**config.mk**
```make
export PLATFORM = sky130hd
export DESIGN_NAME = vecu_reduction_unit
export DESIGN_NICKNAME = d
export VERILOG_FILES = /design/src/source/vecu_pkg.sv /design/src/source/vecu_reduction_unit.sv
export VERILOG_INCLUDE_DIRS = /design/src /design/src/source
export SDC_FILE = /design/constraint.sdc
export NUM_CORES = 1
export LEC_CHECK = 0
export BUFFER_PORTS_ARGS = -buffer_cell sky130_fd_sc_hd__buf_4
export CELL_PAD_IN_SITES_DETAIL_PLACEMENT = 1
export CELL_PAD_IN_SITES_GLOBAL_PLACEMENT = 1
export CORE_ASPECT_RATIO = 2
export CORE_MARGIN = 3
export CORE_UTILIZATION = 43
export CTS_BUF_LIST = sky130_fd_sc_hd__clkbuf_16
export DETAILED_ROUTE_END_ITERATION = 7
export PLACE_DENSITY = 0.92
export SKIP_LAST_GASP = 1
export SLEW_MARGIN = 20
export SYNTH_ARGS = -nofsm -noshare
export SYNTH_HDL_FRONTEND = slang
export SYNTH_SLANG_ARGS = --single-unit
```
**constraint.sdc**
```tcl
create_clock -name clk_i -period 1.5 [get_ports clk_i]
set_input_delay 0.375 -clock clk_i [delete_from_list [all_inputs] [get_ports clk_i]]
set_output_delay 0.375 -clock clk_i [all_outputs]
set_load 0.005 [all_outputs]
```
**src/source/vecu_settings.svh**
```systemverilog
// Lane count, register count, element width and vector length macros

`ifndef VECU_SETTINGS_SVH
`define VECU_SETTINGS_SVH

// Number of parallel lanes
`define VECU_NR_LANES 4

// Architectural vector registers
`define VECU_NR_VREGS 8

// Element width in bits
`define VECU_ELEM_W 32

// Elements per vector register
`define VECU_VLEN_ELEMS 16

// Elements held by each lane per register
`define VECU_SLOTS (`VECU_VLEN_ELEMS / `VECU_NR_LANES)

`endif

```
**src/source/vecu_pkg.sv**
```systemverilog
// Opcode and ALU enums, request, decoded request, lane command and finish structs

`include "vecu_settings.svh"

package vecu_pkg;

  localparam int unsigned LANE_W     = (`VECU_NR_LANES > 1) ? $clog2(`VECU_NR_LANES) : 1;
  localparam int unsigned SLOT_W     = (`VECU_SLOTS > 1) ? $clog2(`VECU_SLOTS) : 1;
  localparam int unsigned ELEM_IDX_W = $clog2(`VECU_VLEN_ELEMS);

  typedef logic [2:0]              vreg_idx_t;
  typedef logic [`VECU_ELEM_W-1:0] elem_t;
  typedef logic [SLOT_W-1:0]       slot_idx_t;
  typedef logic [LANE_W-1:0]       lane_idx_t;

  // Host opcodes
  typedef enum logic [3:0] {
    OP_VADD    = 4'd0,
    OP_VSUB    = 4'd1,
    OP_VAND    = 4'd2,
    OP_VOR     = 4'd3,
    OP_VXOR    = 4'd4,
    OP_VADDX   = 4'd5,
    OP_VMVX    = 4'd6,
    OP_VREDSUM = 4'd7,
    OP_VEXT    = 4'd8
  } vecu_opcode_e;

  // Lane ALU functions
  typedef enum logic [2:0] {
    ALU_ADD  = 3'd0,
    ALU_SUB  = 3'd1,
    ALU_AND  = 3'd2,
    ALU_OR   = 3'd3,
    ALU_XOR  = 3'd4,
    ALU_ADDS = 3'd5,
    ALU_MOVS = 3'd6
  } alu_op_e;

  typedef enum logic [1:0] {
    FIN_NONE    = 2'd0,
    FIN_REDUCE  = 2'd1,
    FIN_EXTRACT = 2'd2
  } finish_kind_e;

  typedef enum logic [1:0] {
    PART_HOLD = 2'd0,
    PART_LOAD = 2'd1,
    PART_ACC  = 2'd2
  } partial_act_e;

  ////////////////////////////////////////////////////////////////////////////
  // Structs
  ////////////////////////////////////////////////////////////////////////////

  // For OP_VEXT the low scalar bits carry the element index
  typedef struct packed {
    vecu_opcode_e opcode;
    vreg_idx_t    vd;
    vreg_idx_t    vs1;
    vreg_idx_t    vs2;
    elem_t        scalar;
  } vecu_req_t;

  typedef struct packed {
    alu_op_e      alu_op;
    vreg_idx_t    vd;
    vreg_idx_t    vs1;
    vreg_idx_t    vs2;
    elem_t        scalar;
    logic         write;
    finish_kind_e kind;
    slot_idx_t    ext_slot;
    lane_idx_t    ext_lane;
  } decoded_req_t;

  // One cycle of work, broadcast to every lane
  typedef struct packed {
    logic         valid;
    alu_op_e      alu_op;
    vreg_idx_t    vd;
    vreg_idx_t    vs1;
    vreg_idx_t    vs2;
    slot_idx_t    slot;
    elem_t        scalar;
    logic         write;
    partial_act_e partial_act;
  } lane_cmd_t;

  typedef struct packed {
    logic         valid;
    finish_kind_e kind;
    lane_idx_t    lane;
  } finish_t;

endpackage : vecu_pkg

```
**src/source/vecu_reduction_unit.sv**
```systemverilog
// Cross-lane combiner producing the scalar response

`include "vecu_settings.svh"

module vecu_reduction_unit (
  input  logic                                  clk_i,
  input  logic                                  rst_n_i,
  input  vecu_pkg::finish_t                     fin_i,
  input  vecu_pkg::elem_t [`VECU_NR_LANES-1:0]  partial_i,
  output logic                                  resp_valid_o,
  output vecu_pkg::elem_t                       resp_data_o
);

  import vecu_pkg::*;

  elem_t lane_sum;
  elem_t selected;
  elem_t result;
  logic  resp_valid_q;
  elem_t resp_data_q;

  // Adder tree over all lanes, wraps at the element width
  always_comb begin
    lane_sum = '0;
    for (int l = 0; l < `VECU_NR_LANES; l++) begin
      lane_sum = lane_sum + partial_i[l];
    end
  end

  assign selected = partial_i[fin_i.lane];
  assign result   = (fin_i.kind == FIN_REDUCE) ? lane_sum : selected;

  always_ff @(posedge clk_i or negedge rst_n_i) begin
    if (!rst_n_i) begin
      resp_valid_q <= 1'b0;
      resp_data_q  <= '0;
    end else begin
      resp_valid_q <= fin_i.valid;
      if (fin_i.valid) begin
        resp_data_q <= result;
      end
    end
  end

  assign resp_valid_o = resp_valid_q;
  assign resp_data_o  = resp_data_q;

endmodule : vecu_reduction_unit

```
==> results.yml <==
synthesis:
  synthTopCellsByCount: "inv_1, fa_1, a21oi_1, nand2_1, nor2_1"
  synth_top_area_share_pct: 21.6
  synth_top_flop_cell: "dfrtp_1"
  ys_async_sr_fraction_pct: 100
  synth_top_area_cell: "fa_1"
  ys.warnings.count: 0
  synth-seq-cells: 33
  synth_most_common_cell: "inv_1"
  synth_cells: 673
  yosysUniqueCellTypes: 56
  synth_edf_count: 0
  synth_fp_nets: 901
  synth_area_leaders: "fa_1, dfrtp_1, mux4_2, inv_1, ha_1"
  syn-cell-area_um2: 5750
  yosysSeqAreaShare_pct: 14.4
  syn_area_per_cell_um2: 8.54
sta:
  tns_ns: -60.95
  fmax_mhz: 236
  setup_ws_ns: -2.73
  skew_ns: 0
  hold_viol: 0
  setup_viol: 31
  slew_headroom_pct: 35.8
  hold_slack_ns: 0.0427
  period_needed_ns: 4.23
  grt_setup_unrepaired: "yes"
  tightestPinTransition_ns: 0.952
  min_period_over_period_pct: 282
  drv_slew: 0
run_status:
  status: "finished with violations"
  violations: "setup timing"
clock_tree:
  htree_levels: 2
  clk_pin_slew_ns: 0.07
  numClockSinks: 33
  insertion_delay_ns: 0.29
  ctsRootBufferMaster: "clkbuf_16"
  numCtsBuffers: 5
  cts_tree: "yes"
  cts_buffer_depth: 2
power:
  leakagePower_nw: 4.52
  clock_power_share_pct: 9.3
  combPwrFrac_pct: 80.2
  p_int_w: 0.00582
  p_sw_share_pct: 51.4
  p_total_w: 0.0120
  peakVddDrop_v: 0.000694
  p_seq_share_pct: 10.5
  power_density_nw_per_um2: 1360
  p_switching_w: 0.00614
grt:
  grt_pass1_vias: 7744
  antenna_found_initial: 2
  grt_overflow: 0
  grt_max_degree: 35
  grt_usage_pct: 39.2
  grt_pass1_wl_um: 42900
placement:
  dp_slack_ns: -2.44
  routabilityCongestion: 0.969
  hpwl_um: 20200
  portBuffers: 167
  placed_area_um2: 8050
routing:
  drt_first_iter_violations: 768
  drt_pass1_iterations: 5
  wire_per_inst_um: 32.8
  antenna_left: 0
  vias: 7421
  routed_via_density: 6.73
  drc: 0
  routed_wl_um: 36100
critical_path:
  crit_type: "in2reg"
  critPathLaunchType: "primary input"
  required_ns: 1.71
  crit_fanout: 3
  arrival_ns: 4.45
  cp-end-kind: "flop"
floorplan:
  die_h_um: 170
  num_io_pins: 168
  die-area_um2: 14900
  rows: 59
  core_um2: 13100
  die_w_um: 87.8
  start_util_pct: 44.0
final_layout:
  nets: 1174
  syn2layout_area_growth_pct: 53.3
  drive_gt1_share_pct: 44.1
  fin_area_um2: 8820
  nFillCells: 1467
hold_path:
  min_path_type: "in2async"
run:
  maxCapViolCount: 0
## layout by cell type (no fill, tap or decap), types with 8 or more instances in the layout
cell type and instances:
a21o_1 8, buf_4 272, ha_1 24, a21oi_1 41, buf_6 11, nand4_1 8, a31oi_1 8, nand2_1 41
mux4_2 32, inv_1 180, a21oi_2 9, nor2_1 34, fa_1 56, dfrtp_1 33, nand3_1 10, o21ai_0 14
xnor2_1 12
## worst max-delay path, stage by stage
cell and delay, ns:
buf_8 0.09, inv_8 0.03, fa_2 0.57, fa_1 0.44
inv_2 0.09, ha_4 0.14, inv_2 0.04, fa_2 0.37
and2b_1 0.25, o2111ai_2 0.14, a21boi_2 0.42, a31oi_4 0.19
o41ai_2 0.62, buf_4 0.23, xor2_1 0.17, nand2_1 0.09
a31oi_1 0.19
## logic make-up (layout without fill, tap and decap cells)
| logic type | after synthesis | after routing | share of synthesized area, % |
|---|---|---|---|
| adder cells (fa/ha/maj) | 93 | 93 | 28.3 |
| flip-flops | 33 | 33 | 14.4 |
| AND/OR/NAND/NOR | 127 | 127 | 10.1 |
| multiplexers | 37 | 37 | 13.4 |
| AO/OA/AOI/OAI | 142 | 142 | 15.7 |
| buffers and inverters | 216 | 490 | 14.3 |
| other | 0 | 3 | 0 |
| XOR/XNOR | 25 | 25 | 3.81 |
## power groups by stage
stage               clock (W)  sequential (W)  combinational, W
floorplan                   0         0.00121           0.00358
global placement            0         0.00121           0.00627
detailed placement          0         0.00123           0.00684
CTS                   0.00105         0.00122           0.00739
global route          0.00114         0.00126           0.00996
finish                0.00111         0.00126           0.00960
## state kept, by name (all words and copies together), names as in the netlist
| signal | flops |
|---|---|
| resp_data_o | 32 |
| resp_valid_o | 1 |
## routing by layer
metal / track usage, % / share of wire [%] / up-vias
met3: 6.90 / 9.9 / 379
met1: 38.1 / 29 / 3568
li1: - / - / 2745
met5: 0 / 0 / -
met4: 31.5 / 12 / 0
met2: 69.7 / 49 / 729
## what timing repair did
item                                    in CTS  in global routing
buffers inserted                            10                 16
hold buffers                                 0                  0
pin swaps                                   18                 59
gates resized for setup                     32                 76
endpoints found under the hold margin        0                  0
endpoints found under the setup margin      31                 31
## per-stage QoR
stage,instances,util (%)
global placement,1074,61.6
detailed placement,1074,61.6
floorplan,673,-
CTS,1090,64.3
global route,1101,67.5
finish,1102,67.5
## area by class of cell
cell class	instances	area (µm²)	share of cell area (%)
timing repair buffer	291	2310	26.2
antenna	3	7.51	0.0852
tap	152	190	2.16
sequential	33	826	9.37
clock buffer	5	125	1.42
inverter	191	739	8.39
clock inverter	3	12.5	0.142
multi-input combinational	424	4610	52.3
## worst paths after layout
kind,from,endpoint,slack [ns],cells after the start
max reg2reg,resp_data_o[18],resp_data_o[18],0.47,2
max in group asynchronous,rst_n_i,resp_data_o[31],1.05,1
min reg2reg,resp_data_o[21],resp_data_o[21],0.55,2
min,rst_n_i,resp_data_o[12],0.04,1
min in group clk_i,fin_i[4],resp_data_o[25],0.47,2
max,partial_i[1],resp_data_o[25],-2.73,17
Power figures use the tool's default switching activity.
