### src/source/vecu_settings.svh
// Lane count, register count, element width and vector length macros

`ifndef VECU_SETTINGS_SVH
`define VECU_SETTINGS_SVH

// Number of parallel lanes
`define VECU_NR_LANES 4

// Architectural vector registers
`define VECU_NR_VREGS 8

// Element width in bits
`define VECU_ELEM_W 32

// Elements per vector register
`define VECU_VLEN_ELEMS 16

// Elements held by each lane per register
`define VECU_SLOTS (`VECU_VLEN_ELEMS / `VECU_NR_LANES)

`endif

### src/source/vecu_pkg.sv
// Opcode and ALU enums, request, decoded request, lane command and finish structs

`include "vecu_settings.svh"

package vecu_pkg;

  localparam int unsigned LANE_W     = (`VECU_NR_LANES > 1) ? $clog2(`VECU_NR_LANES) : 1;
  localparam int unsigned SLOT_W     = (`VECU_SLOTS > 1) ? $clog2(`VECU_SLOTS) : 1;
  localparam int unsigned ELEM_IDX_W = $clog2(`VECU_VLEN_ELEMS);

  typedef logic [2:0]              vreg_idx_t;
  typedef logic [`VECU_ELEM_W-1:0] elem_t;
  typedef logic [SLOT_W-1:0]       slot_idx_t;
  typedef logic [LANE_W-1:0]       lane_idx_t;

  // Host opcodes
  typedef enum logic [3:0] {
    OP_VADD    = 4'd0,
    OP_VSUB    = 4'd1,
    OP_VAND    = 4'd2,
    OP_VOR     = 4'd3,
    OP_VXOR    = 4'd4,
    OP_VADDX   = 4'd5,
    OP_VMVX    = 4'd6,
    OP_VREDSUM = 4'd7,
    OP_VEXT    = 4'd8
  } vecu_opcode_e;

  // Lane ALU functions
  typedef enum logic [2:0] {
    ALU_ADD  = 3'd0,
    ALU_SUB  = 3'd1,
    ALU_AND  = 3'd2,
    ALU_OR   = 3'd3,
    ALU_XOR  = 3'd4,
    ALU_ADDS = 3'd5,
    ALU_MOVS = 3'd6
  } alu_op_e;

  typedef enum logic [1:0] {
    FIN_NONE    = 2'd0,
    FIN_REDUCE  = 2'd1,
    FIN_EXTRACT = 2'd2
  } finish_kind_e;

  typedef enum logic [1:0] {
    PART_HOLD = 2'd0,
    PART_LOAD = 2'd1,
    PART_ACC  = 2'd2
  } partial_act_e;

  ////////////////////////////////////////////////////////////////////////////
  // Structs
  ////////////////////////////////////////////////////////////////////////////

  // For OP_VEXT the low scalar bits carry the element index
  typedef struct packed {
    vecu_opcode_e opcode;
    vreg_idx_t    vd;
    vreg_idx_t    vs1;
    vreg_idx_t    vs2;
    elem_t        scalar;
  } vecu_req_t;

  typedef struct packed {
    alu_op_e      alu_op;
    vreg_idx_t    vd;
    vreg_idx_t    vs1;
    vreg_idx_t    vs2;
    elem_t        scalar;
    logic         write;
    finish_kind_e kind;
    slot_idx_t    ext_slot;
    lane_idx_t    ext_lane;
  } decoded_req_t;

  // One cycle of work, broadcast to every lane
  typedef struct packed {
    logic         valid;
    alu_op_e      alu_op;
    vreg_idx_t    vd;
    vreg_idx_t    vs1;
    vreg_idx_t    vs2;
    slot_idx_t    slot;
    elem_t        scalar;
    logic         write;
    partial_act_e partial_act;
  } lane_cmd_t;

  typedef struct packed {
    logic         valid;
    finish_kind_e kind;
    lane_idx_t    lane;
  } finish_t;

endpackage : vecu_pkg

### src/source/vecu_dispatcher.sv
// Host request decode, busy tracking and scalar response register

`include "vecu_settings.svh"

module vecu_dispatcher (
  input  logic                   clk_i,
  input  logic                   rst_n_i,
  // Host side
  input  logic                   req_valid_i,
  input  vecu_pkg::vecu_req_t    req_i,
  output logic                   busy_o,
  output logic                   resp_valid_o,
  output vecu_pkg::elem_t        resp_data_o,
  // Sequencer side
  output logic                   start_o,
  output vecu_pkg::decoded_req_t dec_o,
  input  logic                   done_i,
  // Reduction unit side
  input  logic                   resp_valid_i,
  input  vecu_pkg::elem_t        resp_data_i
);

  import vecu_pkg::*;

  logic                  accept;
  logic                  busy_q;
  logic                  start_q;
  logic                  resp_valid_q;
  elem_t                 resp_data_q;
  decoded_req_t          dec_d;
  decoded_req_t          dec_q;
  logic [ELEM_IDX_W-1:0] elem_idx;

  // Requests seen while busy are dropped
  assign accept = req_valid_i & ~busy_q;

  ////////////////////////////////////////////////////////////////////////////
  // Decode
  ////////////////////////////////////////////////////////////////////////////

  always_comb begin
    elem_idx       = req_i.scalar[ELEM_IDX_W-1:0];
    dec_d.vd       = req_i.vd;
    dec_d.vs1      = req_i.vs1;
    dec_d.vs2      = req_i.vs2;
    dec_d.scalar   = req_i.scalar;
    // Element i sits in lane i mod lanes, slot i div lanes
    dec_d.ext_lane = lane_idx_t'(elem_idx % `VECU_NR_LANES);
    dec_d.ext_slot = slot_idx_t'(elem_idx / `VECU_NR_LANES);
    dec_d.alu_op   = ALU_ADD;
    dec_d.write    = 1'b1;
    dec_d.kind     = FIN_NONE;
    case (req_i.opcode)
      OP_VADD:  dec_d.alu_op = ALU_ADD;
      OP_VSUB:  dec_d.alu_op = ALU_SUB;
      OP_VAND:  dec_d.alu_op = ALU_AND;
      OP_VOR:   dec_d.alu_op = ALU_OR;
      OP_VXOR:  dec_d.alu_op = ALU_XOR;
      OP_VADDX: dec_d.alu_op = ALU_ADDS;
      OP_VMVX:  dec_d.alu_op = ALU_MOVS;
      OP_VREDSUM: begin
        dec_d.write = 1'b0;
        dec_d.kind  = FIN_REDUCE;
      end
      OP_VEXT: begin
        dec_d.write = 1'b0;
        dec_d.kind  = FIN_EXTRACT;
      end
      // Unknown opcodes run through the slots without effect
      default: dec_d.write = 1'b0;
    endcase
  end

  always_ff @(posedge clk_i) begin
    if (accept) begin
      dec_q <= dec_d;
    end
  end

  ////////////////////////////////////////////////////////////////////////////
  // Busy and response
  ////////////////////////////////////////////////////////////////////////////

  always_ff @(posedge clk_i or negedge rst_n_i) begin
    if (!rst_n_i) begin
      busy_q       <= 1'b0;
      start_q      <= 1'b0;
      resp_valid_q <= 1'b0;
      resp_data_q  <= '0;
    end else begin
      start_q      <= accept;
      resp_valid_q <= resp_valid_i;
      if (resp_valid_i) begin
        resp_data_q <= resp_data_i;
      end
      // Write-only ops end on done, scalar ops once the host saw the answer
      if (accept) begin
        busy_q <= 1'b1;
      end else if ((done_i && dec_q.kind == FIN_NONE) || resp_valid_q) begin
        busy_q <= 1'b0;
      end
    end
  end

  assign start_o      = start_q;
  assign dec_o        = dec_q;
  assign busy_o       = busy_q;
  assign resp_valid_o = resp_valid_q;
  assign resp_data_o  = resp_data_q;

endmodule : vecu_dispatcher

### config.mk
export PLATFORM = sky130hd
export DESIGN_NAME = vecu_dispatcher
export DESIGN_NICKNAME = d
export VERILOG_FILES = /design/src/source/vecu_pkg.sv /design/src/source/vecu_dispatcher.sv
export VERILOG_INCLUDE_DIRS = /design/src /design/src/source
export SDC_FILE = /design/constraint.sdc
export NUM_CORES = 1
export LEC_CHECK = 0
export BUFFER_PORTS_ARGS = -buffer_cell sky130_fd_sc_hd__buf_2
export CAP_MARGIN = 20
export CORE_UTILIZATION = 47
export CTS_CLUSTER_SIZE = 16
export DETAILED_ROUTE_END_ITERATION = 16
export PLACE_DENSITY = 0.84
export SYNTH_ARGS = -nofsm -noshare
export SYNTH_HDL_FRONTEND = slang
export SYNTH_SLANG_ARGS = --single-unit
### constraint.sdc
create_clock -name clk_i -period 9.3 [get_ports clk_i]
set_input_delay 2.79 -clock clk_i [delete_from_list [all_inputs] [get_ports clk_i]]
set_output_delay 2.79 -clock clk_i [all_outputs]
set_load 0.02 [all_outputs]
==> impl_metrics.ini <==
[outcome]
status = finished, final reports clean

[worst_setup_path]
path_class = reg2out
critPathMaxFanout = 3
cp_cell_sequence = buf_2
crit_start = busy_o
crit_path_max_incr_delay_ns = 0.43
critPathLaunchType = flip-flop
crit_path_top_delay_cell = dfrtp_1
crit_family = flip-flops
end_kind = primary output
cp_num_buf_inv = 1
rr_startpoint = busy_o
crit_required_ns = 6.51
arrival_ns = 0.97

[synthesis]
synth-seq-cells = 82
synthCells = 135
avgSynthCellArea_um2 = 21.8
synth_fp_nets = 217
synth_area_um2 = 2940
synth_area_leader_cell = edfxtp_1
synth_area_leaders = edfxtp_1 (48%), dfrtp_1 (30%), mux2_4 (15%)
yosysSeqAreaShare = 0.777
synth_top_area_frac = 0.480
synth_cell_types = 17
yosysWarnings = 0

[floorplan]
die-area_um2 = 6580
dieHeight_um = 81.1
die_w_um = 81.1
initial_core_util = 0.491
coreArea_um2 = 5990
num_rows = 28
io_pins = 168

[timing]
setup_ws_ns = 5.54
setup_tns_ns = 0
rsz0062_at_grt = false
holdWs_ns = 0.512
drv_slew = 0
hold_viol = 0
finClkSkew_ns = 0.00801
tightest_slew_ns = 0.990
finalSetupViolations = 0
fin_crit_sh = 0.404
fin_crit_ns = 3.76
max-slew-margin-rel = 0.340
fmax_ghz = 0.266

[drt]
post_drt_wl_per_cell_um = 15.4
dr.first_iter.drc_count = 75
via_per_inst = 4.75
drc = 0
ant_nets = 0
routed_wl_um = 5960
vias = 1834
first_pass_iters = 4

[clock_network]
cts_resized = 0
clockBufferDepth = 2
cts.clk_slew.worst_paths_ns = 0.08
cts_root_buffer = clkbuf_8
htreeDepth = 3
clock_latency_ns = 0.34
cts_sinks = 82
tritoncts = built
cts_hold_buf = 0
cts_buffers = 9
post-cts-setup-buffers = 0

[global_routing]
grt_max_degree = 42
first_global_vias = 1759
groute.usage.overall = 0.183
grt-ovfl-total = 0
grt_pass1_wl_um = 8480
antenna_found_initial = 0

[power_and_ir_drop]
powerDensity_nw_per_um2 = 209
peakVddDrop_v = 0.000112
seqPwrFrac = 0.517
switchingPower_mw = 0.212
netSwitchingFraction = 0.252
p_clk_frac = 0.329
intPower_mw = 0.627
p_comb_frac = 0.155
p_leak_nw = 1.92

[layout]
final_core_util = 0.668
syn2layout_area_growth_pct = 36.1
layout-drive-gt1-share = 0.695
nets = 388
antenna_cells = 0

[place]
post-place-ws_ns = 5.19
io_buffers = 167
gp_congestion = 0.755
hpwl_um = 4450

[job]
cap_violations = 0

[hold_path]
min_from = resp_data_o[11]
hold_path_class = reg2reg
==> cells in the mapped netlist <==
| cell | instances |
|---|---|
| buf_6 | 1 |
| inv_1 | 3 |
| a31o_1 | 1 |
| buf_12 | 3 |
| nand2b_1 | 1 |
| dfrtp_1 | 35 |
| nor2b_1 | 1 |
| nor3_1 | 1 |
| a21oi_1 | 1 |
| edfxtp_1 | 47 |
| mux2_4 | 30 |
| mux2_2 | 2 |
| a211oi_1 | 2 |
| a31oi_1 | 1 |
| buf_4 | 4 |
| or3b_1 | 1 |
| nor4b_1 | 1 |
==> path summary, 6_finish.rpt <==
check,endpoint,slack [ns],depth (start not counted)
min in group asynchronous,resp_data_o[9],2.51,1
worst min-delay path,resp_data_o[11],0.51,1
worst max register to register,dec_o[47],7.75,2
worst max-delay path,busy_o,5.54,1
worst min register to register,resp_data_o[11],0.51,1
max in group asynchronous,start_o,6.31,1
==> state kept, by name (all words and copies together), names as in the netlist <==
signal / flops
busy_o: 1
dec_o: 47
resp_valid_o: 1
start_o: 1
resp_data_o: 32
==> metrics by stage <==
step	std cells	total power, mW	cell area (µm²)
floorplan	135	0.519	2940
global placement	370	0.568	3790
detailed placement	370	0.572	3790
CTS	386	0.849	4000
global route	386	0.872	4000
finish	386	0.839	4000
==> logic make-up after synthesis <==
| family | synth area share |
|---|---|
| buf+inv | 0.0383 |
| simple gates | 0.0119 |
| compound gates | 0.0119 |
| mux | 0.161 |
| flops | 0.777 |
==> cell type report <==
class / instances / area (µm²)
Clock buffer: 10 / 128
Clock inverter: 6 / 90.1
Fill cell: 425 / 1990
Inverter: 3 / 11.3
Multi-Input combinational cell: 42 / 551
Sequential cell: 82 / 2290
Tap cell: 75 / 93.8
Timing Repair Buffer: 168 / 843
==> power groups by stage <==
stage / Clock (mW) / Combinational [mW] / Sequential [mW]
after floorplan: 0 / 0.0398 / 0.480
after global placement: 0 / 0.128 / 0.440
after detailed placement: 0 / 0.132 / 0.440
after CTS: 0.284 / 0.131 / 0.434
after global routing: 0.295 / 0.140 / 0.437
final: 0.276 / 0.130 / 0.433
==> cell usage in the layout (no fill, tap or decap), drive strengths merged <==
| cell type | instances |
|---|---|
| buf | 168 |
| edfxtp | 47 |
| dfrtp | 35 |
| mux2 | 32 |
| clkbuf | 10 |
| inv | 4 |
| a211oi | 2 |
| bufinv | 2 |
| clkinv | 2 |
| nand2b | 1 |
| nor3 | 1 |
| nor4b | 1 |
| a21oi | 1 |
| nor2b | 1 |
| a31oi | 1 |
| or3b | 1 |
| a31o | 1 |
| clkinvlp | 1 |
==> per-layer routing <==
| metal | GRT usage | part of all wire | vias up |
|---|---|---|---|
| li1 | - | - | 836 |
| met1 | 0.216 | 0.39 | 871 |
| met2 | 0.297 | 0.50 | 117 |
| met3 | 0.0506 | 0.095 | 10 |
| met4 | 0.107 | 0.016 | 0 |
| met5 | 0 | 0 | - |
Note: power is estimated with default switching activity, not from simulation.
