**config.mk**
```make
export PLATFORM = sky130hd
export DESIGN_NAME = vecu_lane
export DESIGN_NICKNAME = d
export VERILOG_FILES = /design/src/source/vecu_pkg.sv /design/src/source/vecu_lane.sv
export VERILOG_INCLUDE_DIRS = /design/src /design/src/source
export SDC_FILE = /design/constraint.sdc
export NUM_CORES = 2
export LEC_CHECK = 0
export BUFFER_PORTS_ARGS = -buffer_cell sky130_fd_sc_hd__buf_4
export CAP_MARGIN = 20
export CORE_ASPECT_RATIO = 2
export CORE_MARGIN = 2
export CORE_UTILIZATION = 58
export CTS_CLUSTER_SIZE = 20
export DETAILED_ROUTE_END_ITERATION = 8
export PLACE_DENSITY = 0.84
export SYNTH_ARGS = -nofsm -noshare
export SYNTH_HDL_FRONTEND = slang
export SYNTH_SLANG_ARGS = --single-unit
```
**constraint.sdc**
```tcl
create_clock -name clk_i -period 4.9 [get_ports clk_i]
set_input_delay 0.98 -clock clk_i [delete_from_list [all_inputs] [get_ports clk_i]]
set_output_delay 0.98 -clock clk_i [all_outputs]
set_load 0.005 [all_outputs]
```
**src/source/vecu_settings.svh**
```systemverilog
// Lane count, register count, element width and vector length macros

`ifndef VECU_SETTINGS_SVH
`define VECU_SETTINGS_SVH

// Number of parallel lanes
`define VECU_NR_LANES 4

// Architectural vector registers
`define VECU_NR_VREGS 8

// Element width in bits
`define VECU_ELEM_W 32

// Elements per vector register
`define VECU_VLEN_ELEMS 16

// Elements held by each lane per register
`define VECU_SLOTS (`VECU_VLEN_ELEMS / `VECU_NR_LANES)

`endif

```
**src/source/vecu_pkg.sv**
```systemverilog
// Opcode and ALU enums, request, decoded request, lane command and finish structs

`include "vecu_settings.svh"

package vecu_pkg;

  localparam int unsigned LANE_W     = (`VECU_NR_LANES > 1) ? $clog2(`VECU_NR_LANES) : 1;
  localparam int unsigned SLOT_W     = (`VECU_SLOTS > 1) ? $clog2(`VECU_SLOTS) : 1;
  localparam int unsigned ELEM_IDX_W = $clog2(`VECU_VLEN_ELEMS);

  typedef logic [2:0]              vreg_idx_t;
  typedef logic [`VECU_ELEM_W-1:0] elem_t;
  typedef logic [SLOT_W-1:0]       slot_idx_t;
  typedef logic [LANE_W-1:0]       lane_idx_t;

  // Host opcodes
  typedef enum logic [3:0] {
    OP_VADD    = 4'd0,
    OP_VSUB    = 4'd1,
    OP_VAND    = 4'd2,
    OP_VOR     = 4'd3,
    OP_VXOR    = 4'd4,
    OP_VADDX   = 4'd5,
    OP_VMVX    = 4'd6,
    OP_VREDSUM = 4'd7,
    OP_VEXT    = 4'd8
  } vecu_opcode_e;

  // Lane ALU functions
  typedef enum logic [2:0] {
    ALU_ADD  = 3'd0,
    ALU_SUB  = 3'd1,
    ALU_AND  = 3'd2,
    ALU_OR   = 3'd3,
    ALU_XOR  = 3'd4,
    ALU_ADDS = 3'd5,
    ALU_MOVS = 3'd6
  } alu_op_e;

  typedef enum logic [1:0] {
    FIN_NONE    = 2'd0,
    FIN_REDUCE  = 2'd1,
    FIN_EXTRACT = 2'd2
  } finish_kind_e;

  typedef enum logic [1:0] {
    PART_HOLD = 2'd0,
    PART_LOAD = 2'd1,
    PART_ACC  = 2'd2
  } partial_act_e;

  ////////////////////////////////////////////////////////////////////////////
  // Structs
  ////////////////////////////////////////////////////////////////////////////

  // For OP_VEXT the low scalar bits carry the element index
  typedef struct packed {
    vecu_opcode_e opcode;
    vreg_idx_t    vd;
    vreg_idx_t    vs1;
    vreg_idx_t    vs2;
    elem_t        scalar;
  } vecu_req_t;

  typedef struct packed {
    alu_op_e      alu_op;
    vreg_idx_t    vd;
    vreg_idx_t    vs1;
    vreg_idx_t    vs2;
    elem_t        scalar;
    logic         write;
    finish_kind_e kind;
    slot_idx_t    ext_slot;
    lane_idx_t    ext_lane;
  } decoded_req_t;

  // One cycle of work, broadcast to every lane
  typedef struct packed {
    logic         valid;
    alu_op_e      alu_op;
    vreg_idx_t    vd;
    vreg_idx_t    vs1;
    vreg_idx_t    vs2;
    slot_idx_t    slot;
    elem_t        scalar;
    logic         write;
    partial_act_e partial_act;
  } lane_cmd_t;

  typedef struct packed {
    logic         valid;
    finish_kind_e kind;
    lane_idx_t    lane;
  } finish_t;

endpackage : vecu_pkg

```
**src/source/vecu_lane.sv**
```systemverilog
// Lane with its register file slice, element ALU and partial-result register

`include "vecu_settings.svh"

module vecu_lane (
  input  logic                clk_i,
  input  logic                rst_n_i,
  input  vecu_pkg::lane_cmd_t cmd_i,
  output vecu_pkg::elem_t     partial_o
);

  import vecu_pkg::*;

  // Element at slot s of register r
  elem_t vrf_q [`VECU_NR_VREGS][`VECU_SLOTS];
  elem_t op_a;
  elem_t op_b;
  elem_t alu_res;
  elem_t partial_q;

  ////////////////////////////////////////////////////////////////////////////
  // Operand read and ALU
  ////////////////////////////////////////////////////////////////////////////

  assign op_a = vrf_q[cmd_i.vs1][cmd_i.slot];
  assign op_b = vrf_q[cmd_i.vs2][cmd_i.slot];

  always_comb begin
    case (cmd_i.alu_op)
      ALU_ADD:  alu_res = op_a + op_b;
      // vs1 minus vs2
      ALU_SUB:  alu_res = op_a - op_b;
      ALU_AND:  alu_res = op_a & op_b;
      ALU_OR:   alu_res = op_a | op_b;
      ALU_XOR:  alu_res = op_a ^ op_b;
      ALU_ADDS: alu_res = op_a + cmd_i.scalar;
      ALU_MOVS: alu_res = cmd_i.scalar;
      default:  alu_res = '0;
    endcase
  end

  ////////////////////////////////////////////////////////////////////////////
  // Register file write
  ////////////////////////////////////////////////////////////////////////////

  always_ff @(posedge clk_i or negedge rst_n_i) begin
    if (!rst_n_i) begin
      vrf_q <= '{default: '0};
    end else if (cmd_i.valid && cmd_i.write) begin
      vrf_q[cmd_i.vd][cmd_i.slot] <= alu_res;
    end
  end

  // Partial sum or picked element, fed from vs1
  always_ff @(posedge clk_i or negedge rst_n_i) begin
    if (!rst_n_i) begin
      partial_q <= '0;
    end else if (cmd_i.valid) begin
      case (cmd_i.partial_act)
        PART_LOAD: partial_q <= op_a;
        PART_ACC:  partial_q <= partial_q + op_a;
        default:   partial_q <= partial_q;
      endcase
    end
  end

  assign partial_o = partial_q;

endmodule : vecu_lane

```
==> results of run 1 <==
synth_stat cells, drive strengths merged (18+ instances only):
| master | number |
|---|---|
| mux2i | 282 |
| nand3 | 36 |
| nor2b | 24 |
| dfrtp | 1056 |
| a21oi | 108 |
| o221ai | 27 |
| a22oi | 103 |
| xor2 | 25 |
| inv | 81 |
| ha | 135 |
| or2 | 21 |
| nand2 | 1093 |
| nor2 | 145 |
| mux4 | 471 |
| o22ai | 87 |
| clkbuf | 410 |
| nand4 | 18 |
| xnor2 | 25 |
| a21o | 34 |
| o21ai | 1080 |
| buf | 113 |
| mux2 | 76 |
stage by stage:
step	instances	area (um^2)	util (%)	hold slack, ps	setup TNS [ps]
2_1_floorplan	5656	61500	-	458	-488150
3_5_place_dp	7748	71000	68.8	482	-1061750
3_3_place_gp	7747	71000	68.8	472	-972310
4_1_cts	7944	74900	72.6	310	-381010
logic make-up after synthesis:
family / count (synthesis) / synth area share [%]
AOI/OAI and AO/OA: 1549 / 14.5
and+or+nand+nor: 1430 / 9.92
DFF: 1056 / 43.9
muxes: 829 / 23.8
buffers and inverters: 605 / 4.22
adders and majority gates: 137 / 2.87
xor gates and xnor gates: 50 / 0.727
timing repair:
item	4_1_cts
endpoints found under the hold margin	0
pin swaps	31
gates resized for setup	106
setup endpoints to repair	809
cloned	9
setup buffers	26
layer usage:
metal	track usage (%)	overflow
met3	70.6	3
met1	70.8	2
met2	90.0	8
met5	60.2	0
met4	72.4	4
==> key figures, run 1 <==
GRT
  • Total GRT Usage: 76.3%
  • Gr ovfl total: 17
  • Maximum number of pins on one net before global-route repair: 131

Clocking
  • Hold buffers post-CTS: 0
  • Htree depth: 3
  • CTS sink count: 1,056
  • CTS max path bufs: 3
  • CTS Buf Count: 87
  • Root Buffer: clkbuf_16

Logic synthesis
  • Mean Syn Cell Area: 10.6 um^2
  • Cell taking the most area after synthesis: dfrtp_1
  • Sequential element share of the synthesized area: 43.9%
  • Synthesized netlist cell count: 5,656
  • Mapped Nets: 5,845
  • Primary FF master, synth: dfrtp_1
  • Post-Syn Area: 60,200 um^2
  • Unique masters post-synth: 81
  • Top post-synthesis cells by area: dfrtp_1, mux4_2, o21ai_0
  • Area share of the largest cell type after synthesis: 43.9%
  • Synth Warn #: 0
  • EDFF count, synth: 0
  • Yosys reg bits: 1,056
  • Post-synth ARST share: 100%

Outcome
  • Exit stage: 5_1_grt
  • Status: stopped before the end
  • Error: [ERROR GRT-0232] Routing congestion too high. Check the congestion heatmap in the GUI.

Die
  • Initial core utilization: 58.3%
  • Die X: 232 um
  • I/O Pins: 84
  • Die height: 460 um
  • Rows: 167

Placed design
  • GPL Wtd Cong: 1.02
  • DP Wirelength: 156,000 um
  • Pre-CTS worst setup slack: -2000 ps
  • Port bufs: 83
==> run 2, diff against run 1 <==
CORE_ASPECT_RATIO = default   (was 2)
CORE_UTILIZATION = 40   (was 58)
CTS_CLUSTER_SIZE = default   (was 20)
PLACE_DENSITY = default   (was 0.84)
PLACE_DENSITY_LB_ADDON = 0.15   (was default)
clock period = 6.35 ns   (was 4.9 ns; I/O delays follow)
==> run 2 against run 1 <==
Against the previous run: the flow now finishes without violations; synthesized cell count stayed put; synthesized area stayed put.
==> key figures, run 2 <==
Worst setup path
  • Required time of the critical path: 6950 ps
  • Setup Crit Path Kind: in2reg
  • Critical Path AT: 6810 ps
  • Worst Setup EP: vrf_q[799]
  • Startpoint types: input port
  • Reg-to-Reg Start: vrf_q[96]
  • Crit Reg-Reg Endpoint: vrf_q[799]
  • CP Max Fanout: 16
  • Reg2reg setup slack: 630 ps
  • CP Capture Type: flip-flop
  • R2R cell count: 23
  • Beginning of the critical path: cmd_i[37]

Pwr
  • VDD IR max: 0.229 mV
  • Part of the power in registers: 39.8%
  • Logic pwr share: 23.8%
  • Sw Share: 30.3%
  • Internal: 14.4 mW
  • Power per cell area: 288 nW/um^2
  • Leak: 32.5 nW
  • Sw power: 6.28 mW
  • Clk pwr share: 36.4%
  • Total power: 20.7 mW

Timing
  • Max Freq: 161 MHz
  • Slew headroom: 13.9%
  • WHS: 487 ps
  • Setup Viol. Count Final: 0
  • Final Critical Period: 6210 ps
  • Final Cycle Share: 97.8%
  • Clock skew: 42.6 ps
  • Fin. Hold Viols: 0
  • Worst Max-Slew Pin Slew: 1290 ps
  • Fin. max-slew vios: 0
  • Setup TNS: 0 ps

Clocking
  • Htree depth: 3
  • CTS sink count: 1,056
  • CTS max path bufs: 3
  • Root Buffer: clkbuf_16
  • Clk_lat worst skew: 770 ps
  • Clk slew on worst S/H paths: 60 ps
  • CTS Buf Count: 116
  • TritonCTS clock tree: yes

Cells and area
  • Highest-count cells in the layout ignoring fill and taps: nand2_1, dfrtp_1, o21ai_0, buf_4, mux4_2
  • Top reg by flops: vrf_q
  • Share of layout cells above drive strength 1: 26.3%
  • ANT cells: 0
  • Max reg flops: 1,024
  • Nets: 6,131
  • Non-Filler Instances: 8,055
  • Synth-to-layout area growth: 19.2%
  • Final core occ: 48.0%

GRT
  • Maximum number of pins on one net before global-route repair: 169
  • First-pass GRT wire length: 326,000 um
  • Gr ovfl total: 0
  • Total GRT Usage: 29.0%
  • Antenna violations before repair: 7
  • Number of global-route vias before repair: 46.3k

Logic synthesis
  • Simple-gate share of the synthesized area: 9.92%
  • EDFF count, synth: 0
  • Mux contribution to synthesized area: 23.8%
  • Unique masters post-synth: 81
  • Xor/xnor share of the synthesized area: 0.727%
  • Cell taking the most area after synthesis: dfrtp_1
  • Area share of the largest cell type after synthesis: 43.9%
  • Synthesized netlist cell count: 5,656
  • Synth Area in Adders: 2.87%
  • Mean Syn Cell Area: 10.6 um^2
  • Post-synth ARST share: 100%
  • Count leader, synth: nand2_1
  • Top post-synthesis cells by area: dfrtp_1, mux4_2, o21ai_0
  • Sequential element share of the synthesized area: 43.9%
  • Synth top cells by count: nand2_1, dfrtp_1, o21ai_0
  • Post-Syn Area: 60,200 um^2
  • Synth Warn #: 0
  • Combinational family with the most area after synthesis: multiplexers
  • Mapped Nets: 5,845
  • Compound-Gate Fraction of Synth Area: 14.5%
  • Yosys reg bits: 1,056
  • Primary FF master, synth: dfrtp_1

Die
  • Initial core utilization: 40.3%
  • Die height: 392 um
  • Rows: 142
  • Core area: 150,000 um^2
  • Die Area: 154,000 um^2
  • Die X: 392 um
  • I/O Pins: 84

Min path
  • HP Class: in2async

Detailed routing
  • # DRC: 0
  • Vias per std cell: 5.92
  • Average wire per standard cell: 27.7 um
  • Total Wirelength: 223,000 um
  • Via Count: 47.7k
  • Post-route ant nets: 0
  • Detailed Routing Iterations Pass 1: 6
  • 1st-iter DRT viols: 4,664

Placed design
  • Port bufs: 83
  • DP Wirelength: 145,000 um
  • GPL Wtd Cong: 0.940
  • Placed Cells: 7,812

Outcome
  • Status: finished clean

Flow run
  • Max Cap Viol: 0
run 2: cell counts after synthesis:
No cell type changed its count.
run 2: per-stage QoR:
| step | worst slack, ps | instance area [um^2] |
|---|---|---|
| 3_3_place_gp | -827 | 67000 |
| 5_1_grt | -30.1 | 71800 |
| 6_report | 140 | 71800 |
| 2_1_floorplan | -1.01 | 60400 |
| 3_5_place_dp | -823 | 67000 |
| 4_1_cts | 41.0 | 71200 |
run 2: logic make-up (layout without fill, tap and decap cells):
family,count (synthesis),in the layout
xor gates and xnor gates,50,50
AOI/OAI and AO/OA,1549,1549
DFF,1056,1056
muxes,829,829
adders and majority gates,137,137
and+or+nand+nor,1430,1430
buffers and inverters,605,988
run 2: how the worst min path moves through the flow:
stage | start | endpoint | slack, ps | cells after the start
after detailed placement | vrf_q[671] | vrf_q[671] | 480 | 2
after floorplan | vrf_q[129] | vrf_q[129] | 460 | 2
final | rst_n_i | vrf_q[365] | 490 | 1
after global placement | vrf_q[175] | vrf_q[175] | 470 | 2
after global routing | vrf_q[731] | vrf_q[731] | 520 | 2
after CTS | vrf_q[481] | vrf_q[481] | 500 | 2
run 2: routing by layer:
layer	global-route usage (%)	part of all wire, %	vias to the layer above
li1	-	-	21200
met2	44.8	45	1733
met4	8.59	2.8	2
met5	0	0.0058	-
met1	41.6	44	24500
met3	5.31	7.7	290
run 2: critical path, cell delays in order:
cell and delay [ps]:
buf_16 170, buf_4 150, mux4_2 480, a22oi_1 260
and4_1 500, ha_2 360, inv_1 60, o21ai_0 60
o21a_1 200, ha_1 300, a211oi_1 290, o21ai_0 180
or3_1 400, a311o_1 360, a31oi_2 260, o21ai_2 100
a21oi_2 170, o21bai_1 120, nand4_1 110, nand4b_1 180
xnor2_2 220, a21oi_4 150, buf_12 160, clkbuf_16 210
o21ai_2 60
run 2: area by class of cell:
| class | instances | area, um^2 |
|---|---|---|
| Inverter | 82 | 308 |
| Sequential cell | 1056 | 26400 |
| Clock inverter | 59 | 931 |
| Timing Repair Buffer | 691 | 6450 |
| Tap cell | 2016 | 2520 |
| Clock buffer | 156 | 3300 |
| Multi-Input combinational cell | 3995 | 31900 |
| Fill cell | 13800 | 77800 |
run 2: power groups by stage:
stage	clock network (mW)	logic, mW	registers, mW
5_1_grt	7.92	5.40	8.33
2_1_floorplan	0	2.93	8.11
6_report	7.53	4.94	8.23
3_3_place_gp	0	4.74	8.29
4_1_cts	7.64	4.82	8.21
3_5_place_dp	0	4.81	8.32
run 2: timing repair:
| action | CTS | global route |
|---|---|---|
| pin swaps | 0 | 7 |
| cloned | 0 | 7 |
| setup buffers | 0 | 19 |
| hold buffers | 0 | 0 |
| gates resized for setup | 1 | 38 |
| setup endpoints to repair | 32 | 246 |
Note: power is estimated with default switching activity, not from simulation.
