==> src/source/vecu_settings.svh <==
// Lane count, register count, element width and vector length macros

`ifndef VECU_SETTINGS_SVH
`define VECU_SETTINGS_SVH

// Number of parallel lanes
`define VECU_NR_LANES 4

// Architectural vector registers
`define VECU_NR_VREGS 8

// Element width in bits
`define VECU_ELEM_W 32

// Elements per vector register
`define VECU_VLEN_ELEMS 16

// Elements held by each lane per register
`define VECU_SLOTS (`VECU_VLEN_ELEMS / `VECU_NR_LANES)

`endif

==> src/source/vecu_pkg.sv <==
// Opcode and ALU enums, request, decoded request, lane command and finish structs

`include "vecu_settings.svh"

package vecu_pkg;

  localparam int unsigned LANE_W     = (`VECU_NR_LANES > 1) ? $clog2(`VECU_NR_LANES) : 1;
  localparam int unsigned SLOT_W     = (`VECU_SLOTS > 1) ? $clog2(`VECU_SLOTS) : 1;
  localparam int unsigned ELEM_IDX_W = $clog2(`VECU_VLEN_ELEMS);

  typedef logic [2:0]              vreg_idx_t;
  typedef logic [`VECU_ELEM_W-1:0] elem_t;
  typedef logic [SLOT_W-1:0]       slot_idx_t;
  typedef logic [LANE_W-1:0]       lane_idx_t;

  // Host opcodes
  typedef enum logic [3:0] {
    OP_VADD    = 4'd0,
    OP_VSUB    = 4'd1,
    OP_VAND    = 4'd2,
    OP_VOR     = 4'd3,
    OP_VXOR    = 4'd4,
    OP_VADDX   = 4'd5,
    OP_VMVX    = 4'd6,
    OP_VREDSUM = 4'd7,
    OP_VEXT    = 4'd8
  } vecu_opcode_e;

  // Lane ALU functions
  typedef enum logic [2:0] {
    ALU_ADD  = 3'd0,
    ALU_SUB  = 3'd1,
    ALU_AND  = 3'd2,
    ALU_OR   = 3'd3,
    ALU_XOR  = 3'd4,
    ALU_ADDS = 3'd5,
    ALU_MOVS = 3'd6
  } alu_op_e;

  typedef enum logic [1:0] {
    FIN_NONE    = 2'd0,
    FIN_REDUCE  = 2'd1,
    FIN_EXTRACT = 2'd2
  } finish_kind_e;

  typedef enum logic [1:0] {
    PART_HOLD = 2'd0,
    PART_LOAD = 2'd1,
    PART_ACC  = 2'd2
  } partial_act_e;

  ////////////////////////////////////////////////////////////////////////////
  // Structs
  ////////////////////////////////////////////////////////////////////////////

  // For OP_VEXT the low scalar bits carry the element index
  typedef struct packed {
    vecu_opcode_e opcode;
    vreg_idx_t    vd;
    vreg_idx_t    vs1;
    vreg_idx_t    vs2;
    elem_t        scalar;
  } vecu_req_t;

  typedef struct packed {
    alu_op_e      alu_op;
    vreg_idx_t    vd;
    vreg_idx_t    vs1;
    vreg_idx_t    vs2;
    elem_t        scalar;
    logic         write;
    finish_kind_e kind;
    slot_idx_t    ext_slot;
    lane_idx_t    ext_lane;
  } decoded_req_t;

  // One cycle of work, broadcast to every lane
  typedef struct packed {
    logic         valid;
    alu_op_e      alu_op;
    vreg_idx_t    vd;
    vreg_idx_t    vs1;
    vreg_idx_t    vs2;
    slot_idx_t    slot;
    elem_t        scalar;
    logic         write;
    partial_act_e partial_act;
  } lane_cmd_t;

  typedef struct packed {
    logic         valid;
    finish_kind_e kind;
    lane_idx_t    lane;
  } finish_t;

endpackage : vecu_pkg

==> src/source/vecu_sequencer.sv <==
// Slot sequencer issuing per-cycle lane commands and the finish request

`include "vecu_settings.svh"

module vecu_sequencer (
  input  logic                   clk_i,
  input  logic                   rst_n_i,
  input  logic                   start_i,
  input  vecu_pkg::decoded_req_t dec_i,
  output vecu_pkg::lane_cmd_t    cmd_o,
  output vecu_pkg::finish_t      fin_o,
  output logic                   done_o
);

  import vecu_pkg::*;

  typedef enum logic [1:0] {
    S_IDLE,
    S_RUN,
    S_FINISH
  } seq_state_e;

  seq_state_e state_q;
  seq_state_e state_d;
  slot_idx_t  slot_q;
  slot_idx_t  slot;
  logic       active;
  logic       last;

  // Slot 0 goes out in the start cycle itself
  assign active = (state_q == S_RUN) || (state_q == S_IDLE && start_i);
  assign slot   = (state_q == S_RUN) ? slot_q : '0;
  assign last   = (slot == slot_idx_t'(`VECU_SLOTS - 1));

  // The decoded request stays stable in the dispatcher while busy
  always_comb begin
    cmd_o.valid       = active;
    cmd_o.alu_op      = dec_i.alu_op;
    cmd_o.vd          = dec_i.vd;
    cmd_o.vs1         = dec_i.vs1;
    cmd_o.vs2         = dec_i.vs2;
    cmd_o.slot        = slot;
    cmd_o.scalar      = dec_i.scalar;
    cmd_o.write       = dec_i.write;
    cmd_o.partial_act = PART_HOLD;
    case (dec_i.kind)
      FIN_REDUCE:  cmd_o.partial_act = (slot == '0) ? PART_LOAD : PART_ACC;
      FIN_EXTRACT: cmd_o.partial_act = (slot == dec_i.ext_slot) ? PART_LOAD : PART_HOLD;
      default:     cmd_o.partial_act = PART_HOLD;
    endcase
  end

  always_comb begin
    state_d = state_q;
    if (active) begin
      if (!last) begin
        state_d = S_RUN;
      end else if (dec_i.kind == FIN_NONE) begin
        state_d = S_IDLE;
      end else begin
        state_d = S_FINISH;
      end
    end else if (state_q == S_FINISH) begin
      state_d = S_IDLE;
    end
  end

  always_ff @(posedge clk_i or negedge rst_n_i) begin
    if (!rst_n_i) begin
      state_q <= S_IDLE;
      slot_q  <= '0;
    end else begin
      state_q <= state_d;
      if (active) begin
        slot_q <= slot_idx_t'(slot + 1'b1);
      end
    end
  end

  assign fin_o.valid = (state_q == S_FINISH);
  assign fin_o.kind  = dec_i.kind;
  assign fin_o.lane  = dec_i.ext_lane;

  assign done_o = (active && last && dec_i.kind == FIN_NONE) || (state_q == S_FINISH);

endmodule : vecu_sequencer

==> config.mk <==
export PLATFORM = sky130hd
export DESIGN_NAME = vecu_sequencer
export DESIGN_NICKNAME = d
export VERILOG_FILES = /design/src/source/vecu_pkg.sv /design/src/source/vecu_sequencer.sv
export VERILOG_INCLUDE_DIRS = /design/src /design/src/source
export SDC_FILE = /design/constraint.sdc
export NUM_CORES = 1
export LEC_CHECK = 0
export BUFFER_PORTS_ARGS = -buffer_cell sky130_fd_sc_hd__buf_2
export CAP_MARGIN = 20
export CORE_MARGIN = 8
export CORE_UTILIZATION = 30
export DETAILED_ROUTE_END_ITERATION = 16
export GPL_ROUTABILITY_DRIVEN = 0
export PLACE_DENSITY_LB_ADDON = 0.2
export SYNTH_ARGS = -nofsm -noshare
export SYNTH_HDL_FRONTEND = slang
export SYNTH_SLANG_ARGS = --single-unit
export TNS_END_PERCENT = 1
==> constraint.sdc <==
create_clock -name clk_i -period 3.6 [get_ports clk_i]
set_clock_uncertainty 0.1 [all_clocks]
set_input_delay 0.18 -clock clk_i [delete_from_list [all_inputs] [get_ports clk_i]]
set_output_delay 0.18 -clock clk_i [all_outputs]
set_load 0.005 [all_outputs]
==> metrics.md, run 1 <==
| Metric | Value |
|---|---|
| Crit path arrival time | 1.48 ns |
| Clock period minus worst slack | 1.76 ns |
| CP max FO | 6 |
| Mapped Nets | 139 |
| Number of fill cells | 255 |
| Area Overhead vs Synth | -34.2% |
| Post-DRT Antenna Nets | 0 |
| Initial antenna violation count | 0 |
| Cells after DPL | 74 |
| Buf/Inv on CP | 2 |
| Layout cells sized above 1 | 46.0% |
| Setup WS pre-CTS | 2.08 ns |
| Total CTS buffers | 3 |
| Post-synthesis mux area share | 1.65% |
| Die area | 4050 um2 |
| Avg Cell Area, Syn | 8.40 um2 |
| Status | finished, final reports clean |
| Clock sink count | 4 |
| Worst stage delay on the critical path | 0.42 ns |
| DRC | 0 |
| Fin Hold WS | 0.175 ns |
| Synth Flop Type | dfrtp_1 |
| Port bufs | 15 |
| Reg2reg setup slack | 2.14 ns |
| Type of the worst min-delay path | in2async |
| Setup bufs post-CTS | 0 |
| Std-Cell Rows | 17 |
| Pre-Repair DR Iteration Count | 2 |
| Routed via count | 342 |
| GRT Util Overall | 6.03% |
| CP Cell Sequence | nand3b_1 -> inv_1 -> ha_1 -> a31o_2 -> buf_2 |
| Clk slew on worst S/H paths | 0.04 ns |
| TritonCTS clock tree | built |
| Reg-to-Reg End | slot_q[1] |
| Setup TNS | 0 ns |
| Number of synthesized register bits | 4 |
| Dominant cell type by area after synthesis | buf_4 |
| Worst-Skew Late Latency | 0.24 ns |
| Lkg Pwr | 0.234 nW |
| Post-synth top cells | 50 x buf_4, 4 x dfrtp_1, 4 x ha_1, 4 x inv_1, 3 x a21oi_1 |
| HPWL Detailed | 1.05 mm |
| Via density | 4.38 |
| Worst rel slew slack | 86.0% |
| CTS H-tree lvls | 1 |
| Largest net degree at the start of global routing | 7 |
| Xor and xnor fraction of the mapped netlist area | 2.57% |
| Synth area leaders | buf_4 55%, dfrtp_1 15%, ha_1 7.4%, o32ai_2 2.4%, a21oi_1 2.2% |
| EDFF count, synth | 0 |
| Initial core utilization | 31.4% |
| Die X | 63.6 um |
| Slowest CP cell | dfrtp_1 |
| Fin. Hold Viols | 0 |
| Cell Area, Placed | 415 um2 |
| Final cell count without fillers | 78 |
| Vias in the first global route | 401 |
| Initial DRC Count | 5 |
| Final Cycle Share | 48.9% |
| First-pass GRT wire length | 1.88 mm |
| Simple-gate share of the synthesized area | 7.90% |
| Largest family of logic cells by synthesized area | buffers and inverters |
| DR WL/cell | 15.5 um |
| Post-Syn Instances | 81 |
| FFs w/ async S/R, synth | 100% |
| RSZ-0062 raised after global routing | false |
| Worst Setup End Kind | output port |
| Worst setup margin | 1.84 ns |
| Critical Path Start Type | flip-flop |
| Die Y | 63.6 um |
| Crit path max-delay family | flip-flops |
| Finished Core Util | 20.6% |
| Reg2Reg Depth | 4 |
| WS Path Type | reg2out |
| Sequential area share after synthesis | 14.7% |
| VDD IR max | 221 uV |
| Worst slew pin tran | 0.209 ns |
| Root Driver | clkbuf_4 |
| CTS resizes | 0 |
| Post-Route WL | 1.21 mm |
| Antenna cells | 0 |
| Crit Reg-Reg Startpoint | state_q[1] |
| Fmax | 568 MHz |
| Post-synthesis cell area | 681 um2 |
| Adder-Cell Fraction of Synth Area | 7.35% |
| Total chip power | 0.307 mW |
| Unique masters post-synth | 19 |
| GRT overflow | 0 |
| Boundary pin count | 110 |
| Max-slew violations | 0 |
| Setup violators final | 0 |
| Compound-Gate Fraction of Synth Area | 8.46% |
| CTS Buffer Depth | 2 |
| Critical Path Source | state_q[0] |
| WP data required | 3.32 ns |
| Pwr/cell area | 685 nW/um2 |
| Yosys warnings | 0 |
| Most frequent cell after synthesis | buf_4 |
| Post-synth top area share | 55.1% |
| Core Area | 2170 um2 |
| Final-stage net count | 110 |
| Post-route design area | 448 um2 |
| Max_cap viols | 0 |
layer usage:
metal,vias to the layer above,GRT usage [%],wire [um]
met5,-,0,0
met4,0,6.69,79
met3,18,6.89,233
met2,35,7.35,458
met1,145,4.71,438
li1,144,-,-
worst register-to-register path, stage by stage (launching register included):
cell and delay [ns]:
dfrtp_1 0.40, nand3b_1 0.24, inv_1 0.11, ha_1 0.23
mux2_2 0.26
repair_timing:
item | 4_1_cts | 5_1_grt
setup endpoints to repair | 0 | 0
endpoints found under the hold margin | 4 | 0
hold buffers | 1 | 0
sequential cells by signal (all words and copies together), names as in the netlist:
signal and cells:
state_q 2, slot_q 2
final cells by class:
type / count / area, um2 / share of cell area [%]
Timing Repair Buffer: 16 / 85.1 / 19.0
Multi-Input combinational cell: 23 / 190 / 42.5
Sequential cell: 4 / 100 / 22.3
Clock buffer: 3 / 22.5 / 5.03
Inverter: 4 / 15.0 / 3.35
Tap cell: 28 / 35.0 / 7.82
how the worst max path moves through the flow:
stage	depth (start not counted)	end
2_1_floorplan	4	slot_q[1]
3_3_place_gp	5	done_o
3_5_place_dp	5	done_o
4_1_cts	5	done_o
5_1_grt	5	done_o
6_report	5	done_o
kinds of logic after synthesis:
group                    count (synthesis)
XOR/XNOR                                 2
AO/OA/AOI/OAI                            7
adder cells (fa/ha/maj)                  4
multiplexers                             1
buffers and inverters                   54
flip-flops                               4
AND/OR/NAND/NOR                          9
layout by cell type, fill, tap and decap left out, drive strengths merged:
| cell type | count |
|---|---|
| nor2 | 3 |
| nand3b | 1 |
| dlygate4sd3 | 1 |
| xnor2 | 1 |
| clkbuf | 3 |
| nand2 | 2 |
| and2 | 1 |
| o32ai | 1 |
| xor2 | 1 |
| mux2 | 1 |
| ha | 4 |
| o211a | 1 |
| a31o | 1 |
| inv | 4 |
| buf | 15 |
| nand2b | 1 |
| dfrtp | 4 |
| and3b | 1 |
| a21oi | 3 |
| o21a | 1 |
power by group:
part | total [mW] | switching [mW] | internal (mW)
sequential | 0.0845 | 0.0183 | 0.0662
combinational | 0.165 | 0.0801 | 0.0852
clock | 0.0571 | 0.0197 | 0.0374
total | 0.307 | 0.118 | 0.189
(Power assumes the default switching activity.)
==> run 2, diff against run 1 <==
--- a/config.mk
+++ b/config.mk
@@ -9,7 +9,7 @@
 export BUFFER_PORTS_ARGS = -buffer_cell sky130_fd_sc_hd__buf_2
 export CAP_MARGIN = 20
 export CORE_MARGIN = 8
-export CORE_UTILIZATION = 30
+export CORE_UTILIZATION = 28
 export DETAILED_ROUTE_END_ITERATION = 16
 export GPL_ROUTABILITY_DRIVEN = 0
 export PLACE_DENSITY_LB_ADDON = 0.2
==> constraint.sdc (replaced) <==
create_clock -name clk_i -period 1.81 [get_ports clk_i]
set_clock_uncertainty 0.1 [all_clocks]
set_input_delay 0.0905 -clock clk_i [delete_from_list [all_inputs] [get_ports clk_i]]
set_output_delay 0.0905 -clock clk_i [all_outputs]
set_load 0.005 [all_outputs]
==> run 2 against run 1 <==
  * Register-to-register slack got worse by 1.8 ns
  * Critical endpoint unchanged
  * Count of clock-buffer cells in the layout is the same
  * Cell count grew 2.6%
  * Highest routed layer unchanged
==> metrics.md, run 2 (synthesis gave the netlist of run 1 again) <==
| Metric | Value |
|---|---|
| Status | finished, final reports clean |
| Gr busiest metal | met2 |
| Finished Core Util | 18.9% |
| Most common cell after layout, fill and taps aside | buf_2 |
| CTS resizes | 0 |
| Cell Area, Placed | 418 um2 |
| Number of fill cells | 288 |
| Die X | 65.3 um |
| Post-DRT Antenna Nets | 0 |
| Largest net degree at the start of global routing | 7 |
| CTS Buffer Depth | 2 |
| TritonCTS clock tree | built |
| Boundary pin count | 110 |
| Cells after DPL | 76 |
| Area of the multi-input gates | 190 um2 |
| Post-CTS Hold Fix Bufs | 1 |
| Worst slew pin tran | 0.198 ns |
| Setup violators final | 0 |
| GRT Util Overall | 5.58% |
| Total CTS buffers | 3 |
| CP max FO | 6 |
| CTS H-tree lvls | 1 |
| Total chip power | 0.608 mW |
| Post-Route WL | 1.19 mm |
| Initial DRC Count | 3 |
| Core Area | 2390 um2 |
| Post-route design area | 450 um2 |
| VDD IR max | 420 uV |
| Largest registers | slot_q x2, state_q x2 |
| Std-Cell Rows | 18 |
| HPWL Detailed | 1.03 mm |
| Pwr/cell area | 1350 nW/um2 |
| Final-stage net count | 110 |
| Die area | 4260 um2 |
| Port bufs | 15 |
| Antenna cells | 0 |
| Setup TNS | 0 ns |
| Vias in the first global route | 356 |
| Clk slew on worst S/H paths | 0.04 ns |
| Crit path arrival time | 1.47 ns |
| Via density | 4.14 |
| WP data required | 1.62 ns |
| Final cell count without fillers | 80 |
| Setup bufs post-CTS | 0 |
| Root Driver | clkbuf_4 |
| Pre-Repair DR Iteration Count | 2 |
| Clock period minus worst slack | 1.66 ns |
| GRT overflow | 0 |
| Fmax | 602 MHz |
| Final Cycle Share | 91.8% |
| Worst rel slew slack | 86.8% |
| Worst-Skew Late Latency | 0.23 ns |
| Met3 Use GR | 5.78% |
| First-pass GRT wire length | 1.80 mm |
| Max-slew violations | 0 |
| DR WL/cell | 14.8 um |
| Lkg Pwr | 0.234 nW |
| Critical Path Start Type | flip-flop |
| Routed via count | 331 |
| Initial antenna violation count | 0 |
| Max_cap viols | 0 |
| Area occupied by registers | 100 um2 |
| Commonest cells after routing, fill and taps aside | 15 x buf_2, 4 x inv_1, 4 x ha_1, 4 x dfrtp_1 |
| DRC | 0 |
| GR Layer Usage met2 | 6.89% |
| Fin. Hold Viols | 0 |
| Area Overhead vs Synth | -33.8% |
| Grt met1 use | 5.01% |
| Clock sink count | 4 |
| Layout cells sized above 1 | 46.0% |
| Worst Setup End Kind | output port |
| Initial core utilization | 28.5% |
| Die Y | 65.3 um |
| Type of the worst min-delay path | in2out |
| WS Path Type | reg2out |
run 2: cell counts in the layout (fill, tap and decap cells not counted):
No cell type changed its count.
run 2: report_power, final:
part / switching [mW] / internal, mW / total, mW / leakage (nW)
clock: 0.0348 / 0.0741 / 0.109 / 0.0138
combinational: 0.161 / 0.169 / 0.330 / 0.175
sequential: 0.0381 / 0.132 / 0.170 / 0.0456
total: 0.234 / 0.374 / 0.608 / 0.234
run 2: layout make-up:
type / instances / share of cell area (%)
multi-input cells: 23 / 42.2
flip-flops and latches: 4 / 22.2
repair buffers: 16 / 18.9
well taps: 30 / 8.33
clock buffers: 3 / 5.00
inverters: 4 / 3.33
run 2: critical path, cell delays in order (launching register included):
cell and delay [ns]:
dfrtp_1 0.43, nand3b_1 0.18, inv_1 0.07, ha_1 0.23, a31o_2 0.20, buf_2 0.12
run 2: metrics by stage:
stage               hold WS (ns)  setup slack, ns
global route              0.0810     -0.000000444
detailed placement        -0.199            0.382
global placement          -0.199            0.397
floorplan                 -0.305            0.424
CTS                       0.0810            0.140
finish                    0.0810            0.148
run 2: path summary, 6_finish.rpt:
| kind | depth (start not counted) | endpoint | from | slack [ns] |
|---|---|---|---|---|
| min in group asynchronous | 2 | state_q[0] | rst_n_i | 0.09 |
| max in group asynchronous | 2 | slot_q[1] | rst_n_i | 1.40 |
| min | 0 | cmd_o[14] | dec_i[18] | 0.08 |
| max reg2reg | 4 | slot_q[1] | state_q[0] | 0.38 |
| max | 5 | done_o | state_q[0] | 0.15 |
| min reg2reg | 1 | slot_q[0] | slot_q[0] | 0.44 |
run 2: per-layer routing:
metal  vias up  part of all wire, %  wire [um]
li1        146                    -          -
met2        30                   39        460
met1       141                   36        432
met4         0                  6.3         75
met5         -                    0          0
met3        14                   18        216
==> run 3, diff against run 2 <==
--- a/config.mk
+++ b/config.mk
@@ -8,8 +8,10 @@
 export LEC_CHECK = 0
 export BUFFER_PORTS_ARGS = -buffer_cell sky130_fd_sc_hd__buf_2
 export CAP_MARGIN = 20
+export CELL_PAD_IN_SITES_DETAIL_PLACEMENT = 0
+export CELL_PAD_IN_SITES_GLOBAL_PLACEMENT = 1
 export CORE_MARGIN = 8
-export CORE_UTILIZATION = 28
+export CORE_UTILIZATION = 16
 export DETAILED_ROUTE_END_ITERATION = 16
 export GPL_ROUTABILITY_DRIVEN = 0
 export PLACE_DENSITY_LB_ADDON = 0.2
==> run 3 against run 2 <==
  * Combinational power grew 2%
  * Critical path depth is the same
  * Cell area grew 9.7%
  * Sequential power is essentially flat
  * Non-clock buffer count is the same
  * Flip-flop and latch count is the same
  * Maximum frequency grew 1.9%
  * Hold slack is essentially flat
  * Highest routed layer unchanged
==> metrics.md, run 3 (synthesis gave the netlist of run 1 again) <==
| Metric | Value |
|---|---|
| Status | finished, final reports clean |
| CTS resizes | 0 |
| CTS Buffer Depth | 2 |
| Initial antenna violation count | 0 |
| TritonCTS clock tree | built |
| Port bufs | 15 |
| Slowest CP cell | dfrtp_1 |
| Vias in the first global route | 387 |
| Core Area | 4060 um2 |
| Area Overhead vs Synth | -27.4% |
| Reg2reg setup slack | 0.37 ns |
| Pre-Repair DR Iteration Count | 2 |
| Final cell count without fillers | 100 |
| Type of the worst min-delay path | in2out |
| Worst-Skew Late Latency | 0.22 ns |
| Hold Path Stages | 0 |
| Worst Setup End Kind | output port |
| GRT Util Overall | 4.00% |
| Lkg Pwr | 0.242 nW |
| Layout cells sized above 1 | 46.0% |
| Initial DRC Count | 15 |
| Max-slew violations | 0 |
| Total CTS buffers | 3 |
| CTS H-tree lvls | 1 |
| Post-Route WL | 1.28 mm |
| Crit path max-delay family | flip-flops |
| Clock sink count | 4 |
| Number of fill cells | 461 |
| Cells after DPL | 96 |
| Finished Core Util | 12.2% |
| Die Y | 81.2 um |
| Antenna cells | 0 |
| Largest registers | slot_q x2, state_q x2 |
| Via density | 3.46 |
| CP Cell Sequence | nand3b_1 -> inv_1 -> ha_1 -> a31o_2 -> buf_2 |
| Largest net degree at the start of global routing | 7 |
| Crit Reg-Reg Startpoint | state_q[1] |
| Boundary pin count | 110 |
| Post-DRT Antenna Nets | 0 |
| Most common cell after layout, fill and taps aside | buf_2 |
| First-pass GRT wire length | 1.86 mm |
| Die area | 6600 um2 |
| Area occupied by registers | 100 um2 |
| DR WL/cell | 12.8 um |
| Std-Cell Rows | 23 |
| Final-stage net count | 110 |
| Worst slew pin tran | 0.217 ns |
| Setup TNS | 0 ns |
| Clock period minus worst slack | 1.63 ns |
| Fin Hold WS | 0.0810 ns |
| Post-CTS Hold Fix Bufs | 1 |
| GRT overflow | 0 |
| Fmax | 613 MHz |
| WP data required | 1.62 ns |
| Critical Path Start Type | flip-flop |
| Hold_sp | dec_i[28] |
| Crit path arrival time | 1.44 ns |
| CP max FO | 6 |
| Routed via count | 346 |
| Fin. Hold Viols | 0 |
| RSZ-0062 raised after global routing | false |
| Area of the multi-input gates | 190 um2 |
| Initial core utilization | 16.8% |
| Reg-to-Reg End | slot_q[1] |
| Die X | 81.2 um |
| Max_cap viols | 0 |
| Root Driver | clkbuf_8 |
| VDD IR max | 261 uV |
| Hold Path End | cmd_o[24] |
| Worst rel slew slack | 85.6% |
| Commonest cells after routing, fill and taps aside | 15 x buf_2, 4 x inv_1, 4 x ha_1, 4 x dfrtp_1 |
| Buf/Inv on CP | 2 |
| Setup bufs post-CTS | 0 |
| Final Cycle Share | 90.1% |
| Setup WS pre-CTS | 0.367 ns |
| Setup violators final | 0 |
| Worst setup margin | 0.179 ns |
| Clk slew on worst S/H paths | 0.03 ns |
| DRC | 0 |
| Pwr/cell area | 1410 nW/um2 |
| HPWL Detailed | 1.10 mm |
| Reg2Reg Depth | 4 |
| WS Path Type | reg2out |
| Worst stage delay on the critical path | 0.42 ns |
==> run 3: cell counts in the layout (fill, tap and decap cells not counted) <==
Identical to the previous run, type by type.
==> run 3: worst max path at each step <==
stage | slack (ns) | depth (start not counted) | endpoint | startpoint
global placement | 0.39 | 4 | slot_q[1] | state_q[1]
finish | 0.18 | 5 | done_o | state_q[0]
detailed placement | 0.37 | 4 | slot_q[1] | state_q[1]
floorplan | 0.42 | 4 | slot_q[1] | state_q[1]
global route | 0.03 | 5 | done_o | state_q[0]
CTS | 0.16 | 5 | done_o | state_q[0]
==> run 3: routing by layer <==
metal  track usage (%)  vias to the layer above  wire length, um
met2              4.89                       31              515
met3              2.76                       20              191
met5                 0                        -                0
met4              6.43                        0              100
li1                  -                      144                -
met1              3.47                      151              475
==> run 3: per-stage QoR <==
stage / cell area [um2] / power (mW)
floorplan: 681 / 0.489
global placement: 443 / 0.525
detailed placement: 443 / 0.517
CTS: 494 / 0.710
global route: 494 / 0.768
finish: 494 / 0.695
==> run 3: power breakdown <==
part           leakage (nW)  switching, mW  internal (mW)
Clock                0.0216         0.0454          0.142
Sequential           0.0456         0.0384          0.132
Combinational         0.175          0.169          0.169
==> run 3: area by class of cell <==
cell class,count,share of cell area [%]
Clock buffer,3,8.35
Inverter,4,3.04
Multi-Input combinational cell,23,38.5
Sequential cell,4,20.3
Tap cell,50,12.7
Timing Repair Buffer,16,17.2
